**config.mk**
```make
export PLATFORM = sky130hd
export DESIGN_NAME = uart_subsys
export DESIGN_NICKNAME = d
export VERILOG_FILES = /design/src/hdl/uart_pkg.sv /design/src/hdl/uart_subsys.sv /design/src/hdl/uart.sv /design/src/hdl/bus_arbiter.sv /design/src/hdl/rx_drain.sv /design/src/hdl/tx_feeder.sv /design/src/hdl/byte_fifo.sv
export SDC_FILE = /design/constraint.sdc
export NUM_CORES = 1
export LEC_CHECK = 0
export BUFFER_PORTS_ARGS = -buffer_cell sky130_fd_sc_hd__buf_2
export CORE_MARGIN = 2
export CORE_UTILIZATION = 60
export DETAILED_ROUTE_END_ITERATION = 8
export PLACE_DENSITY = 0.78
export SLEW_MARGIN = 10
export SYNTH_ARGS = -nofsm -noshare
export SYNTH_HDL_FRONTEND = slang
export SYNTH_HIERARCHICAL = 1
export SYNTH_SLANG_ARGS = --single-unit
```
**constraint.sdc**
```tcl
create_clock -name clk -period 4.1 [get_ports clk]
set_input_delay 0.82 -clock clk [delete_from_list [all_inputs] [get_ports clk]]
set_output_delay 0.82 -clock clk [all_outputs]
set_load 0.05 [all_outputs]
```
**src/hdl/uart_pkg.sv**
```systemverilog
package uart_pkg;

   localparam int addr_w = 5;                 // register address width
   localparam int data_w = 8;                 // bus word and serial character width

   // register map
   localparam logic [addr_w-1:0] reg_data   = 5'd0;  // write starts tx, read pops rx
   localparam logic [addr_w-1:0] reg_status = 5'd4;

   localparam int tx_busy_bit  = 0;           // set while a frame is going out
   localparam int rx_avail_bit = 1;           // set while a received byte is unread

   // serial timing
   localparam int divider    = 7;             // bit period is divider plus one cycles
   localparam int frame_bits = 10;            // start, eight data bits, stop
   localparam int baud_cnt_w = $clog2(divider + 1);
   localparam int bit_cnt_w  = $clog2(frame_bits);

   localparam int fifo_depth = 4;             // default byte queue depth

endpackage
```
**src/hdl/uart_subsys.sv**
```systemverilog
`timescale 1ns/1ps

module uart_subsys (
   input  logic                        clk,
   input  logic                        rst_n,
   input  logic                        tx_push,
   input  logic [uart_pkg::data_w-1:0] tx_din,
   output logic                        tx_full,
   output logic [uart_pkg::data_w-1:0] rx_byte,
   output logic                        rx_strobe,
   output logic                        tx,
   input  logic                        rx
);
   import uart_pkg::*;

   // master 0 is the feeder, master 1 the drain
   logic              m0_req,   m1_req;
   logic [addr_w-1:0] m0_addr,  m1_addr;
   logic              m0_wen,   m1_wen;
   logic [data_w-1:0] m0_wdata, m1_wdata;
   logic              m0_ren,   m1_ren;
   logic              m0_gnt,   m1_gnt;
   logic [data_w-1:0] m0_rdata, m1_rdata;
   logic              m0_rd_valid, m1_rd_valid;

   logic [addr_w-1:0] bus_addr;
   logic              bus_wen;
   logic [data_w-1:0] bus_wdata;
   logic              bus_ren;
   logic [data_w-1:0] bus_rdata;
   logic              bus_rd_valid;

   tx_feeder #(.depth(fifo_depth)) tx_feeder_inst (
      .clk (clk), .rst_n (rst_n), .push (tx_push), .din (tx_din), .full (tx_full),
      .req (m0_req), .addr (m0_addr), .wen (m0_wen), .wdata (m0_wdata), .ren (m0_ren),
      .gnt (m0_gnt), .rdata (m0_rdata), .rd_valid (m0_rd_valid)
   );

   rx_drain rx_drain_inst (
      .clk (clk), .rst_n (rst_n), .rx_byte (rx_byte), .rx_strobe (rx_strobe),
      .req (m1_req), .addr (m1_addr), .wen (m1_wen), .wdata (m1_wdata), .ren (m1_ren),
      .gnt (m1_gnt), .rdata (m1_rdata), .rd_valid (m1_rd_valid)
   );

   bus_arbiter bus_arbiter_inst (
      .clk (clk), .rst_n (rst_n),
      .m0_req (m0_req), .m0_addr (m0_addr), .m0_wen (m0_wen), .m0_wdata (m0_wdata),
      .m0_ren (m0_ren), .m0_gnt (m0_gnt), .m0_rdata (m0_rdata), .m0_rd_valid (m0_rd_valid),
      .m1_req (m1_req), .m1_addr (m1_addr), .m1_wen (m1_wen), .m1_wdata (m1_wdata),
      .m1_ren (m1_ren), .m1_gnt (m1_gnt), .m1_rdata (m1_rdata), .m1_rd_valid (m1_rd_valid),
      .addr (bus_addr), .wen (bus_wen), .wdata (bus_wdata), .ren (bus_ren),
      .rdata (bus_rdata), .rd_valid (bus_rd_valid)
   );

   uart uart_inst (
      .clk (clk), .rst_n (rst_n), .addr (bus_addr), .ren (bus_ren),
      .rdata (bus_rdata), .rd_valid (bus_rd_valid), .wen (bus_wen), .wdata (bus_wdata),
      .tx (tx), .rx (rx)
   );

endmodule

```
**src/hdl/uart.sv**
```systemverilog
`timescale 1ns/1ps

module uart (
   input  logic                        clk,
   input  logic                        rst_n,
   input  logic [uart_pkg::addr_w-1:0] addr,
   input  logic                        ren,
   output logic [uart_pkg::data_w-1:0] rdata,
   output logic                        rd_valid,
   input  logic                        wen,
   input  logic [uart_pkg::data_w-1:0] wdata,
   output logic                        tx,
   input  logic                        rx
);
   import uart_pkg::*;

   typedef enum logic {idle_s, busy_s} state_t;

   state_t                tx_state;
   state_t                rx_state;
   logic [bit_cnt_w-1:0]  tx_bit;
   logic [bit_cnt_w-1:0]  rx_bit;
   logic [baud_cnt_w-1:0] tx_cnt;
   logic [baud_cnt_w-1:0] rx_cnt;
   logic [frame_bits-1:0] tx_shift;
   logic [data_w:0]       rx_shift;
   logic [data_w-1:0]     rx_data;
   logic                  rx_avail;
   logic                  rx_clear;
   logic [data_w-1:0]     status;
   logic                  tx_load;
   logic                  tx_tick;
   logic                  rx_tick;

   // ~~~~~~~~~~~~~~~~~~~~~~~~~~~~~~~~~~~~~~~~~~~~~~~~~~~~~~~~~~~~~~~~~~~~~~~~~~
   // register decode
   // ~~~~~~~~~~~~~~~~~~~~~~~~~~~~~~~~~~~~~~~~~~~~~~~~~~~~~~~~~~~~~~~~~~~~~~~~~~

   always_comb begin
      status               = '0;
      status[tx_busy_bit]  = (tx_state == busy_s);
      status[rx_avail_bit] = rx_avail;
   end

   assign tx_load = wen && (addr == reg_data) && (tx_state == idle_s);  // writes while busy are lost

   always_ff @(posedge clk or negedge rst_n) begin
      if (!rst_n) begin
         rd_valid <= 1'b0;
         rx_clear <= 1'b0;
      end else begin
         rd_valid <= ren;                          // every read answers one cycle later
         rx_clear <= ren && (addr == reg_data);
      end
   end

   always_ff @(posedge clk) begin
      if (ren) begin
         case (addr)
            reg_data:   rdata <= rx_data;
            reg_status: rdata <= status;
            default:    rdata <= '0;
         endcase
      end
   end

   // ~~~~~~~~~~~~~~~~~~~~~~~~~~~~~~~~~~~~~~~~~~~~~~~~~~~~~~~~~~~~~~~~~~~~~~~~~~
   // receiver
   // ~~~~~~~~~~~~~~~~~~~~~~~~~~~~~~~~~~~~~~~~~~~~~~~~~~~~~~~~~~~~~~~~~~~~~~~~~~

   assign rx_tick = (rx_cnt == '0);

   always_ff @(posedge clk or negedge rst_n) begin
      if (!rst_n) begin
         rx_state <= idle_s;
         rx_cnt   <= '0;
         rx_bit   <= '0;
         rx_avail <= 1'b0;
      end else begin
         if (rx_clear) begin
            rx_avail <= 1'b0;
         end
         case (rx_state)
            idle_s: begin
               if (!rx) begin
                  rx_cnt   <= baud_cnt_w'(divider >> 1);  // half a bit to reach mid-bit
                  rx_bit   <= bit_cnt_w'(frame_bits - 1);
                  rx_state <= busy_s;
               end
            end
            busy_s: begin
               if (rx_tick) begin
                  rx_cnt <= baud_cnt_w'(divider);
                  rx_bit <= rx_bit - 1'b1;
                  if (rx_bit == '0) begin
                     rx_avail <= 1'b1;                 // a new byte wins over a clear
                     rx_state <= idle_s;
                  end
               end else begin
                  rx_cnt <= rx_cnt - 1'b1;
               end
            end
            default: rx_state <= idle_s;
         endcase
      end
   end

   // start bit ends up in bit 0 and is dropped when the stop bit is sampled
   always_ff @(posedge clk) begin
      if ((rx_state == busy_s) && rx_tick) begin
         if (rx_bit == '0) begin
            rx_data <= rx_shift[data_w:1];
         end else begin
            rx_shift <= {rx, rx_shift[data_w:1]};
         end
      end
   end

   // ~~~~~~~~~~~~~~~~~~~~~~~~~~~~~~~~~~~~~~~~~~~~~~~~~~~~~~~~~~~~~~~~~~~~~~~~~~
   // transmitter
   // ~~~~~~~~~~~~~~~~~~~~~~~~~~~~~~~~~~~~~~~~~~~~~~~~~~~~~~~~~~~~~~~~~~~~~~~~~~

   assign tx_tick = (tx_cnt == '0);
   assign tx      = (tx_state == busy_s) ? tx_shift[0] : 1'b1;  // line idles high

   always_ff @(posedge clk or negedge rst_n) begin
      if (!rst_n) begin
         tx_state <= idle_s;
         tx_cnt   <= '0;
         tx_bit   <= '0;
      end else begin
         case (tx_state)
            idle_s: begin
               if (tx_load) begin
                  tx_cnt   <= baud_cnt_w'(divider);
                  tx_bit   <= bit_cnt_w'(frame_bits - 1);
                  tx_state <= busy_s;
               end
            end
            busy_s: begin
               if (tx_tick) begin
                  tx_cnt <= baud_cnt_w'(divider);
                  tx_bit <= tx_bit - 1'b1;
                  if (tx_bit == '0) begin
                     tx_state <= idle_s;            // stop bit done
                  end
               end else begin
                  tx_cnt <= tx_cnt - 1'b1;
               end
            end
            default: tx_state <= idle_s;
         endcase
      end
   end

   always_ff @(posedge clk) begin
      if (tx_load) begin
         tx_shift <= {1'b1, wdata, 1'b0};
      end else if ((tx_state == busy_s) && tx_tick) begin
         tx_shift <= tx_shift >> 1;
      end
   end

endmodule

```
**src/hdl/bus_arbiter.sv**
```systemverilog
`timescale 1ns/1ps

module bus_arbiter (
   input  logic                        clk,
   input  logic                        rst_n,
   input  logic                        m0_req,
   input  logic [uart_pkg::addr_w-1:0] m0_addr,
   input  logic                        m0_wen,
   input  logic [uart_pkg::data_w-1:0] m0_wdata,
   input  logic                        m0_ren,
   output logic                        m0_gnt,
   output logic [uart_pkg::data_w-1:0] m0_rdata,
   output logic                        m0_rd_valid,
   input  logic                        m1_req,
   input  logic [uart_pkg::addr_w-1:0] m1_addr,
   input  logic                        m1_wen,
   input  logic [uart_pkg::data_w-1:0] m1_wdata,
   input  logic                        m1_ren,
   output logic                        m1_gnt,
   output logic [uart_pkg::data_w-1:0] m1_rdata,
   output logic                        m1_rd_valid,
   output logic [uart_pkg::addr_w-1:0] addr,
   output logic                        wen,
   output logic [uart_pkg::data_w-1:0] wdata,
   output logic                        ren,
   input  logic [uart_pkg::data_w-1:0] rdata,
   input  logic                        rd_valid
);

   logic last_m1;                              // master 1 had the most recent grant
   logic pend;                                 // a read is waiting for its answer
   logic pend_m1;                              // owner of that read

   // on a tie the master granted last time waits
   assign m0_gnt = !pend && m0_req && (!m1_req || last_m1);
   assign m1_gnt = !pend && m1_req && (!m0_req || !last_m1);

   assign addr  = m1_gnt ? m1_addr : m0_addr;
   assign wdata = m1_gnt ? m1_wdata : m0_wdata;
   assign wen   = (m0_gnt && m0_wen) || (m1_gnt && m1_wen);
   assign ren   = (m0_gnt && m0_ren) || (m1_gnt && m1_ren);

   assign m0_rdata    = rdata;
   assign m1_rdata    = rdata;
   assign m0_rd_valid = rd_valid && pend && !pend_m1;
   assign m1_rd_valid = rd_valid && pend && pend_m1;

   always_ff @(posedge clk or negedge rst_n) begin
      if (!rst_n) begin
         last_m1 <= 1'b1;                      // master 0 goes first
         pend    <= 1'b0;
         pend_m1 <= 1'b0;
      end else begin
         if (m0_gnt || m1_gnt) begin
            last_m1 <= m1_gnt;
         end
         if (ren) begin
            pend    <= 1'b1;
            pend_m1 <= m1_gnt;
         end else if (rd_valid) begin
            pend <= 1'b0;
         end
      end
   end

endmodule

```
**src/hdl/rx_drain.sv**
```systemverilog
`timescale 1ns/1ps

module rx_drain (
   input  logic                        clk,
   input  logic                        rst_n,
   output logic [uart_pkg::data_w-1:0] rx_byte,
   output logic                        rx_strobe,
   output logic                        req,
   output logic [uart_pkg::addr_w-1:0] addr,
   output logic                        wen,
   output logic [uart_pkg::data_w-1:0] wdata,
   output logic                        ren,
   input  logic                        gnt,
   input  logic [uart_pkg::data_w-1:0] rdata,
   input  logic                        rd_valid
);
   import uart_pkg::*;

   typedef enum logic [2:0] {poll_s, stat_s, read_s, data_s, gap_s} state_t;

   state_t state;

   assign req   = (state == poll_s) || (state == read_s);
   assign ren   = req;                          // this master only reads
   assign wen   = 1'b0;
   assign wdata = '0;
   assign addr  = (state == read_s) ? reg_data : reg_status;

   always_ff @(posedge clk or negedge rst_n) begin
      if (!rst_n) begin
         state     <= poll_s;
         rx_strobe <= 1'b0;
      end else begin
         rx_strobe <= (state == data_s) && rd_valid;
         case (state)
            poll_s: if (gnt) state <= stat_s;
            stat_s: begin
               if (rd_valid) begin
                  state <= rdata[rx_avail_bit] ? read_s : poll_s;
               end
            end
            read_s: if (gnt) state <= data_s;
            data_s: if (rd_valid) state <= gap_s;
            gap_s:  state <= poll_s;               // lets the avail flag clear
            default: state <= poll_s;
         endcase
      end
   end

   always_ff @(posedge clk) begin
      if ((state == data_s) && rd_valid) begin
         rx_byte <= rdata;
      end
   end

endmodule

```
**src/hdl/tx_feeder.sv**
```systemverilog
`timescale 1ns/1ps

module tx_feeder #(
   parameter int depth = uart_pkg::fifo_depth
) (
   input  logic                        clk,
   input  logic                        rst_n,
   input  logic                        push,
   input  logic [uart_pkg::data_w-1:0] din,
   output logic                        full,
   output logic                        req,
   output logic [uart_pkg::addr_w-1:0] addr,
   output logic                        wen,
   output logic [uart_pkg::data_w-1:0] wdata,
   output logic                        ren,
   input  logic                        gnt,
   input  logic [uart_pkg::data_w-1:0] rdata,
   input  logic                        rd_valid
);
   import uart_pkg::*;

   typedef enum logic [2:0] {idle_s, poll_s, stat_s, write_s, hold_s} state_t;

   state_t            state;
   logic              q_pop;
   logic              q_empty;
   logic [data_w-1:0] q_dout;

   byte_fifo #(.depth(depth)) queue_inst (
      .clk   (clk),
      .rst_n (rst_n),
      .push  (push),
      .din   (din),
      .pop   (q_pop),
      .dout  (q_dout),
      .full  (full),
      .empty (q_empty)
   );

   // access is held until granted
   assign req   = (state == poll_s) || (state == write_s);
   assign ren   = (state == poll_s);
   assign wen   = (state == write_s);
   assign addr  = (state == write_s) ? reg_data : reg_status;
   assign wdata = q_dout;                      // head stays put until the pop
   assign q_pop = (state == write_s) && gnt;

   always_ff @(posedge clk or negedge rst_n) begin
      if (!rst_n) begin
         state <= idle_s;
      end else begin
         case (state)
            idle_s:  if (!q_empty) state <= poll_s;
            poll_s:  if (gnt) state <= stat_s;
            stat_s: begin
               if (rd_valid) begin
                  state <= rdata[tx_busy_bit] ? poll_s : write_s;
               end
            end
            write_s: if (gnt) state <= hold_s;
            hold_s:  state <= idle_s;            // busy shows one cycle after the write
            default: state <= idle_s;
         endcase
      end
   end

endmodule

```
**src/hdl/byte_fifo.sv**
```systemverilog
`timescale 1ns/1ps

module byte_fifo #(
   parameter int depth = uart_pkg::fifo_depth
) (
   input  logic                        clk,
   input  logic                        rst_n,
   input  logic                        push,
   input  logic [uart_pkg::data_w-1:0] din,
   input  logic                        pop,
   output logic [uart_pkg::data_w-1:0] dout,
   output logic                        full,
   output logic                        empty
);
   import uart_pkg::*;

   localparam int ptr_w  = (depth > 1) ? $clog2(depth) : 1;
   localparam int fill_w = $clog2(depth + 1);

   logic [data_w-1:0] mem [depth];
   logic [ptr_w-1:0]  wr_ptr;
   logic [ptr_w-1:0]  rd_ptr;
   logic [fill_w-1:0] count;
   logic [fill_w-1:0] count_next;
   logic              do_push;
   logic              do_pop;

   assign do_push    = push && !full;        // pushes into a full queue are dropped
   assign do_pop     = pop && !empty;
   assign count_next = count + fill_w'(do_push) - fill_w'(do_pop);
   assign dout       = mem[rd_ptr];

   always_ff @(posedge clk or negedge rst_n) begin
      if (!rst_n) begin
         wr_ptr <= '0;
         rd_ptr <= '0;
         count  <= '0;
         full   <= 1'b0;
         empty  <= 1'b1;
      end else begin
         if (do_push) begin
            wr_ptr <= (wr_ptr == ptr_w'(depth - 1)) ? '0 : wr_ptr + 1'b1;
         end
         if (do_pop) begin
            rd_ptr <= (rd_ptr == ptr_w'(depth - 1)) ? '0 : rd_ptr + 1'b1;
         end
         count <= count_next;
         full  <= (count_next == fill_w'(depth));
         empty <= (count_next == '0);
      end
   end

   always_ff @(posedge clk) begin
      if (do_push) begin
         mem[wr_ptr] <= din;
      end
   end

endmodule

```
[Word-level counts from Yosys, hierarchy flattened]
Memory sizes are Yosys's and may differ from the RTL's.
Index checks and enable logic that the tools add are counted.
Word-level totals
  register bits after elaboration: 81
  bits of input ports: 12
  logic and storage cells: 157
  bits in writable memories: 32
  memories: 1
Memories
  tx_feeder_inst.queue_inst.mem: depth 4, width 8, read ports 1, clocked after memory_dff 0, wr ports 1, RTL line byte_fifo.sv:20  | logic [data_w-1:0] mem [depth];
Cells by class
  add/subtract/negate cells: 8
  eq/ne operators: 22
  bitwise gates (word level): 3
  reductions and logical operators: 47
  multiplexer cells: 50
Operators by type and width (number)
  3-bit 2-to-1 mux: 15
  3-bit one-hot mux with 4 select lines: 2
  1-bit logical AND: 18
  9-bit 2-to-1 mux: 2
  4-bit 2-to-1 mux: 4
  4-bit one-hot mux with 2 select lines: 2
  8-bit one-hot mux with 2 select lines: 1
  3-bit logical NOT: 5
  1-bit 2-to-1 mux: 15
  3-bit by 2-bit equality test with 1-bit output, second input constant: 4
  2-bit by 1-bit inequality test with 1-bit output, second input constant: 6
  2-bit inequality test, second input constant: 6
  3-bit one-hot mux with 2 select lines: 2
  4-bit logical NOT: 2
  2-bit 2-to-1 mux: 4
  8-bit 2-to-1 mux: 1
  2-bit AND reduction: 4
  4-bit AND reduction: 2
  4-bit by 1-bit subtractor with 4-bit output, second input constant: 2
  1-bit logical NOT: 7
  3-bit by 1-bit equality test with 1-bit output, second input constant: 2
  3-bit equality test, second input constant: 2
  1-bit logical OR: 6
  3-bit by 1-bit subtractor with 3-bit output, second input constant: 2
  other kinds (8): 14

[Logic depth before layout (Yosys ltp)]
  depth in word-level cells: 11
  mapped depth: 13
  depth with buffers taken out: 12

[Hierarchy]
Netlist, hierarchy kept.
By module, submodules not included
  uart: times used 1, cells an instance 180, area each 2287.2 um^2, sequential area each 1476.4 um^2
  byte_fifo: times used 1, cells an instance 80, area each 1645.3 um^2, sequential area each 1187.4 um^2
  bus_arbiter: times used 1, cells an instance 51, area each 530.5 um^2, sequential area each 76.3 um^2
  rx_drain: times used 1, cells an instance 37, area each 523.0 um^2, sequential area each 340.3 um^2
  tx_feeder: times used 1, cells an instance 22, area each 212.7 um^2, sequential area each 75.1 um^2

[Worst setup path before layout]
Ideal clock, no wire load.
  path kind: register to register
  start point: register rx_drain_inst.state[0]
  end point: register tx_feeder_inst.queue_inst.full
  library setup time: 0.119 ns
  clock period less this slack: 2.885 ns
  stages on the path, launching flop included: 14
  setup slack: 1.215 ns
  arrival time: 2.766 ns
  cells stage by stage: dfrtp_1 -> nor2_1 -> buf_4 -> nor2b_1 -> nor3b_1 -> and3_1 -> nor2b_1 -> ha_1 -> inv_1 -> ha_1 -> inv_1 -> fa_1 -> xor3_1 -> nor3b_2
Between the ends
  longest elaborated chain between the ends: 9
  elaborated cells between the ends (all ways): 10
  classes of those cells: add/sub (1); eq/ne (2); reduce/logical (7)
RTL lines
  start, declared: RTL line rx_drain.sv:21  | state_t state;
  start signal, assigned: RTL line rx_drain.sv:31  | state <= poll_s;
  start signal, assigned: RTL line rx_drain.sv:36  | poll_s: if (gnt) state <= stat_s;
  start signal, assigned: RTL line rx_drain.sv:39  | state <= rdata[rx_avail_bit] ? read_s : poll_s;
  3-bit by 2-bit equality test with 1-bit output or 3-bit logical NOT (tied branches): RTL line rx_drain.sv:23  | assign req = (state == poll_s) || (state == read_s);
  1-bit logical OR *: RTL line rx_drain.sv:23
  via m1_ren: RTL line uart_subsys.sv:21  | logic m0_ren, m1_ren;
  1-bit logical NOT *: RTL line bus_arbiter.sv:35  | assign m0_gnt = !pend && m0_req && (!m1_req || last_m1);
  1-bit logical OR *: RTL line bus_arbiter.sv:35
  1-bit logical AND *: RTL line bus_arbiter.sv:35
  via m0_gnt: RTL line uart_subsys.sv:22  | logic m0_gnt, m1_gnt;
  1-bit logical AND *: RTL line tx_feeder.sv:46  | assign q_pop = (state == write_s) && gnt;
  via tx_feeder_inst.q_pop: RTL line tx_feeder.sv:25  | logic q_pop;
  1-bit logical AND *: RTL line byte_fifo.sv:29  | assign do_pop = pop && !empty;
  via tx_feeder_inst.queue_inst.do_pop: RTL line byte_fifo.sv:26  | logic do_pop;
  3-bit by 1-bit subtractor with 3-bit output *: RTL line byte_fifo.sv:30  | assign count_next = count + fill_w'(do_push) - fill_w'(do_pop);
  via tx_feeder_inst.queue_inst.count_next[2]: RTL line byte_fifo.sv:24  | logic [fill_w-1:0] count_next;
  3-bit equality test *: RTL line byte_fifo.sv:48  | full <= (count_next == fill_w'(depth));
  end signal, assigned: RTL line byte_fifo.sv:48
  end, declared: RTL line byte_fifo.sv:12  | output logic full,
The timed path passes the listed nets; every way through them passes the cells marked *.
A chain may end at the register's enable or synchronous reset.

[Worst setup path after layout]
Same ends and word-level chain as after synthesis.

==> results.json <==
{
  "setup_tns_ns": 0,
  "final_core_util_pct": 64.9,
  "track_usage_pct": 16.6,
  "timing.final.crit_share_pct": 77.6,
  "cts_tree": "yes",
  "critPathMaxFanout": 7,
  "first_global_vias": 2598,
  "min_path_type": "reg2reg",
  "cts_root_buffer": "clkbuf_8",
  "clock_skew_ns": 0.0136,
  "setup_viol": 0,
  "place_ws_ns": 0.953,
  "cap_viol_max_count": 0,
  "areaGrowthSynthToFinish_pct": 4.08,
  "regArea_um2": 3160,
  "fin_nets": 402,
  "final.fill_count": 609,
  "cts.clk_slew.worst_paths_ns": 0.11,
  "synthesis.area_um2": 5150,
  "hpwl_um": 5000,
  "setup_ws_ns": 0.920,
  "multiInputGateArea_um2": 1710,
  "rr_endpoint": "tx_feeder_inst/queue_inst/full",
  "hold_slack_ns": 0.421,
  "htree_num_levels": 3,
  "arrival_ns": 3.44,
  "grt_max_degree": 39,
  "core_um2": 8260,
  "drive_gt1_share_pct": 22.6,
  "fp.dieH_um": 96.6,
  "fmax_ghz": 0.314,
  "firstDrtPassIters": 4,
  "r2r_slack_ns": 0.92,
  "final_common_cell": "edfxtp_1",
  "r2r_cells": 12,
  "ant_nets": 0,
  "avgSynthCellArea_um2": 14.2,
  "clk_latency_ns": 0.36,
  "post_cts_buffers": 0,
  "slew_headroom_pct": 21.8,
  "num_rows": 33,
  "drc": 0,
  "start_kind": "flop",
  "vias": 2598,
  "initial_core_util_pct": 62.3,
  "p_per_area_nw_per_um2": 578,
  "cts_hold_buffers": 0,
  "leakage_nw": 2.13,
  "critPathRequiredTime_ns": 4.36,
  "port_buffers": 22,
  "min_period_ns": 3.18,
  "total_power_w": 0.00309,
  "hold_viol": 0,
  "status": "completed",
  "overflow": 0,
  "die_area_um2": 9330,
  "peakVddDrop_v": 0.000319,
  "cts_buffers": 9,
  "min-delay-start": "uart_inst/rx_shift[1]",
  "clockBufferDepth": 2,
  "dr.first_iter.drc_count": 128,
  "maxSlewViolCount": 0,
  "totalWireLength_um": 7410,
  "crit_type": "reg2reg",
  "io_pins": 23,
  "ys_warn_count": 6,
  "avgViaCountPerCell": 5.36,
  "wire_per_inst_um": 15.3,
  "whs_path_depth": 0,
  "endpoint_kind": "flop",
  "holdPathEnd": "uart_inst/rx_data[0]",
  "antenna_found_initial": 0,
  "grt_pass1_wl_um": 12500,
  "die_w_um": 96.6,
  "cts_sinks": 112,
  "routabilityCongestion": 0.796,
  "tightest_slew_ns": 1.17,
  "final_cell_mix": "72 x edfxtp_1, 36 x dfrtp_1, 22 x buf_2",
  "rsz0062_at_grt": "no",
  "diodes": 0,
  "netlist_instances": 363,
  "ctsResizeCount": 0,
  "reg2reg_from": "rx_drain_inst/state[0]"
}
-- layer usage --
metal / GRT usage, % / routed length [um] / up-vias
li1: - / - / 1301
met1: 23.6 / 3600 / 1258
met2: 26.0 / 3500 / 31
met3: 3.83 / 203 / 8
met4: 4.98 / 100 / 0
met5: 0 / 0 / -
-- power breakdown --
part / total [W] / switching (W) / internal (W)
Sequential: 0.00167 / 0.000217 / 0.00145
Combinational: 0.000823 / 0.000385 / 0.000438
Clock: 0.000603 / 0.000373 / 0.000230
Total: 0.00309 / 0.000976 / 0.00212
-- flip-flops by register name, indices dropped and copies added, names as in the netlist, 2 cells and up --
register / cells
rx_drain_inst/rx_byte: 8
rx_drain_inst/state: 3
tx_feeder_inst/queue_inst/count: 3
tx_feeder_inst/queue_inst/mem: 32
tx_feeder_inst/queue_inst/rd_ptr: 2
tx_feeder_inst/queue_inst/wr_ptr: 2
tx_feeder_inst/state: 3
uart_inst/rdata: 8
uart_inst/rx_bit: 4
uart_inst/rx_cnt: 3
uart_inst/rx_data: 8
uart_inst/rx_shift: 8
uart_inst/tx_bit: 4
uart_inst/tx_cnt: 3
uart_inst/tx_shift: 10
-- through the flow --
| step | instance area, um^2 | cells |
|---|---|---|
| 2_1_floorplan | 5200 | 378 |
| 3_3_place_gp | 5180 | 469 |
| 3_5_place_dp | 5180 | 469 |
| 4_1_cts | 5360 | 485 |
| 5_1_grt | 5360 | 485 |
| 6_report | 5360 | 485 |
-- critical path, cell delays in order (launching register included) --
cell	delay, ns
dfrtp_1	0.47
nor2_1	0.14
nor2b_1	0.17
nor3b_1	0.54
and3_1	0.25
nor2b_1	0.24
ha_1	0.27
inv_1	0.05
ha_1	0.14
inv_1	0.05
fa_1	0.37
xor3_1	0.22
nor3b_2	0.17
-- area by class of cell --
class,instances,share of cell area (%)
flip-flops and latches,112,58.9
clock buffers,10,2.38
inverters,18,1.26
multi-input cells,211,31.9
clock inverters,6,0.934
well taps,105,2.45
repair buffers,23,2.20
-- worst max-delay path by stage --
stage / startpoint / endpoint / slack, ns / depth (start not counted)
finish: rx_drain_inst/state[0] / tx_feeder_inst/queue_inst/full / 0.92 / 12
detailed placement: rx_drain_inst/state[0] / tx_feeder_inst/queue_inst/full / 0.95 / 12
floorplan: rx_drain_inst/state[0] / tx_feeder_inst/queue_inst/full / 1.22 / 13
global placement: tx_feeder_inst/state[0] / tx_feeder_inst/queue_inst/full / 1.10 / 11
global route: rx_drain_inst/state[0] / tx_feeder_inst/queue_inst/empty / 0.70 / 12
CTS: rx_drain_inst/state[0] / tx_feeder_inst/queue_inst/full / 0.92 / 12
(Power assumes the default switching activity.)
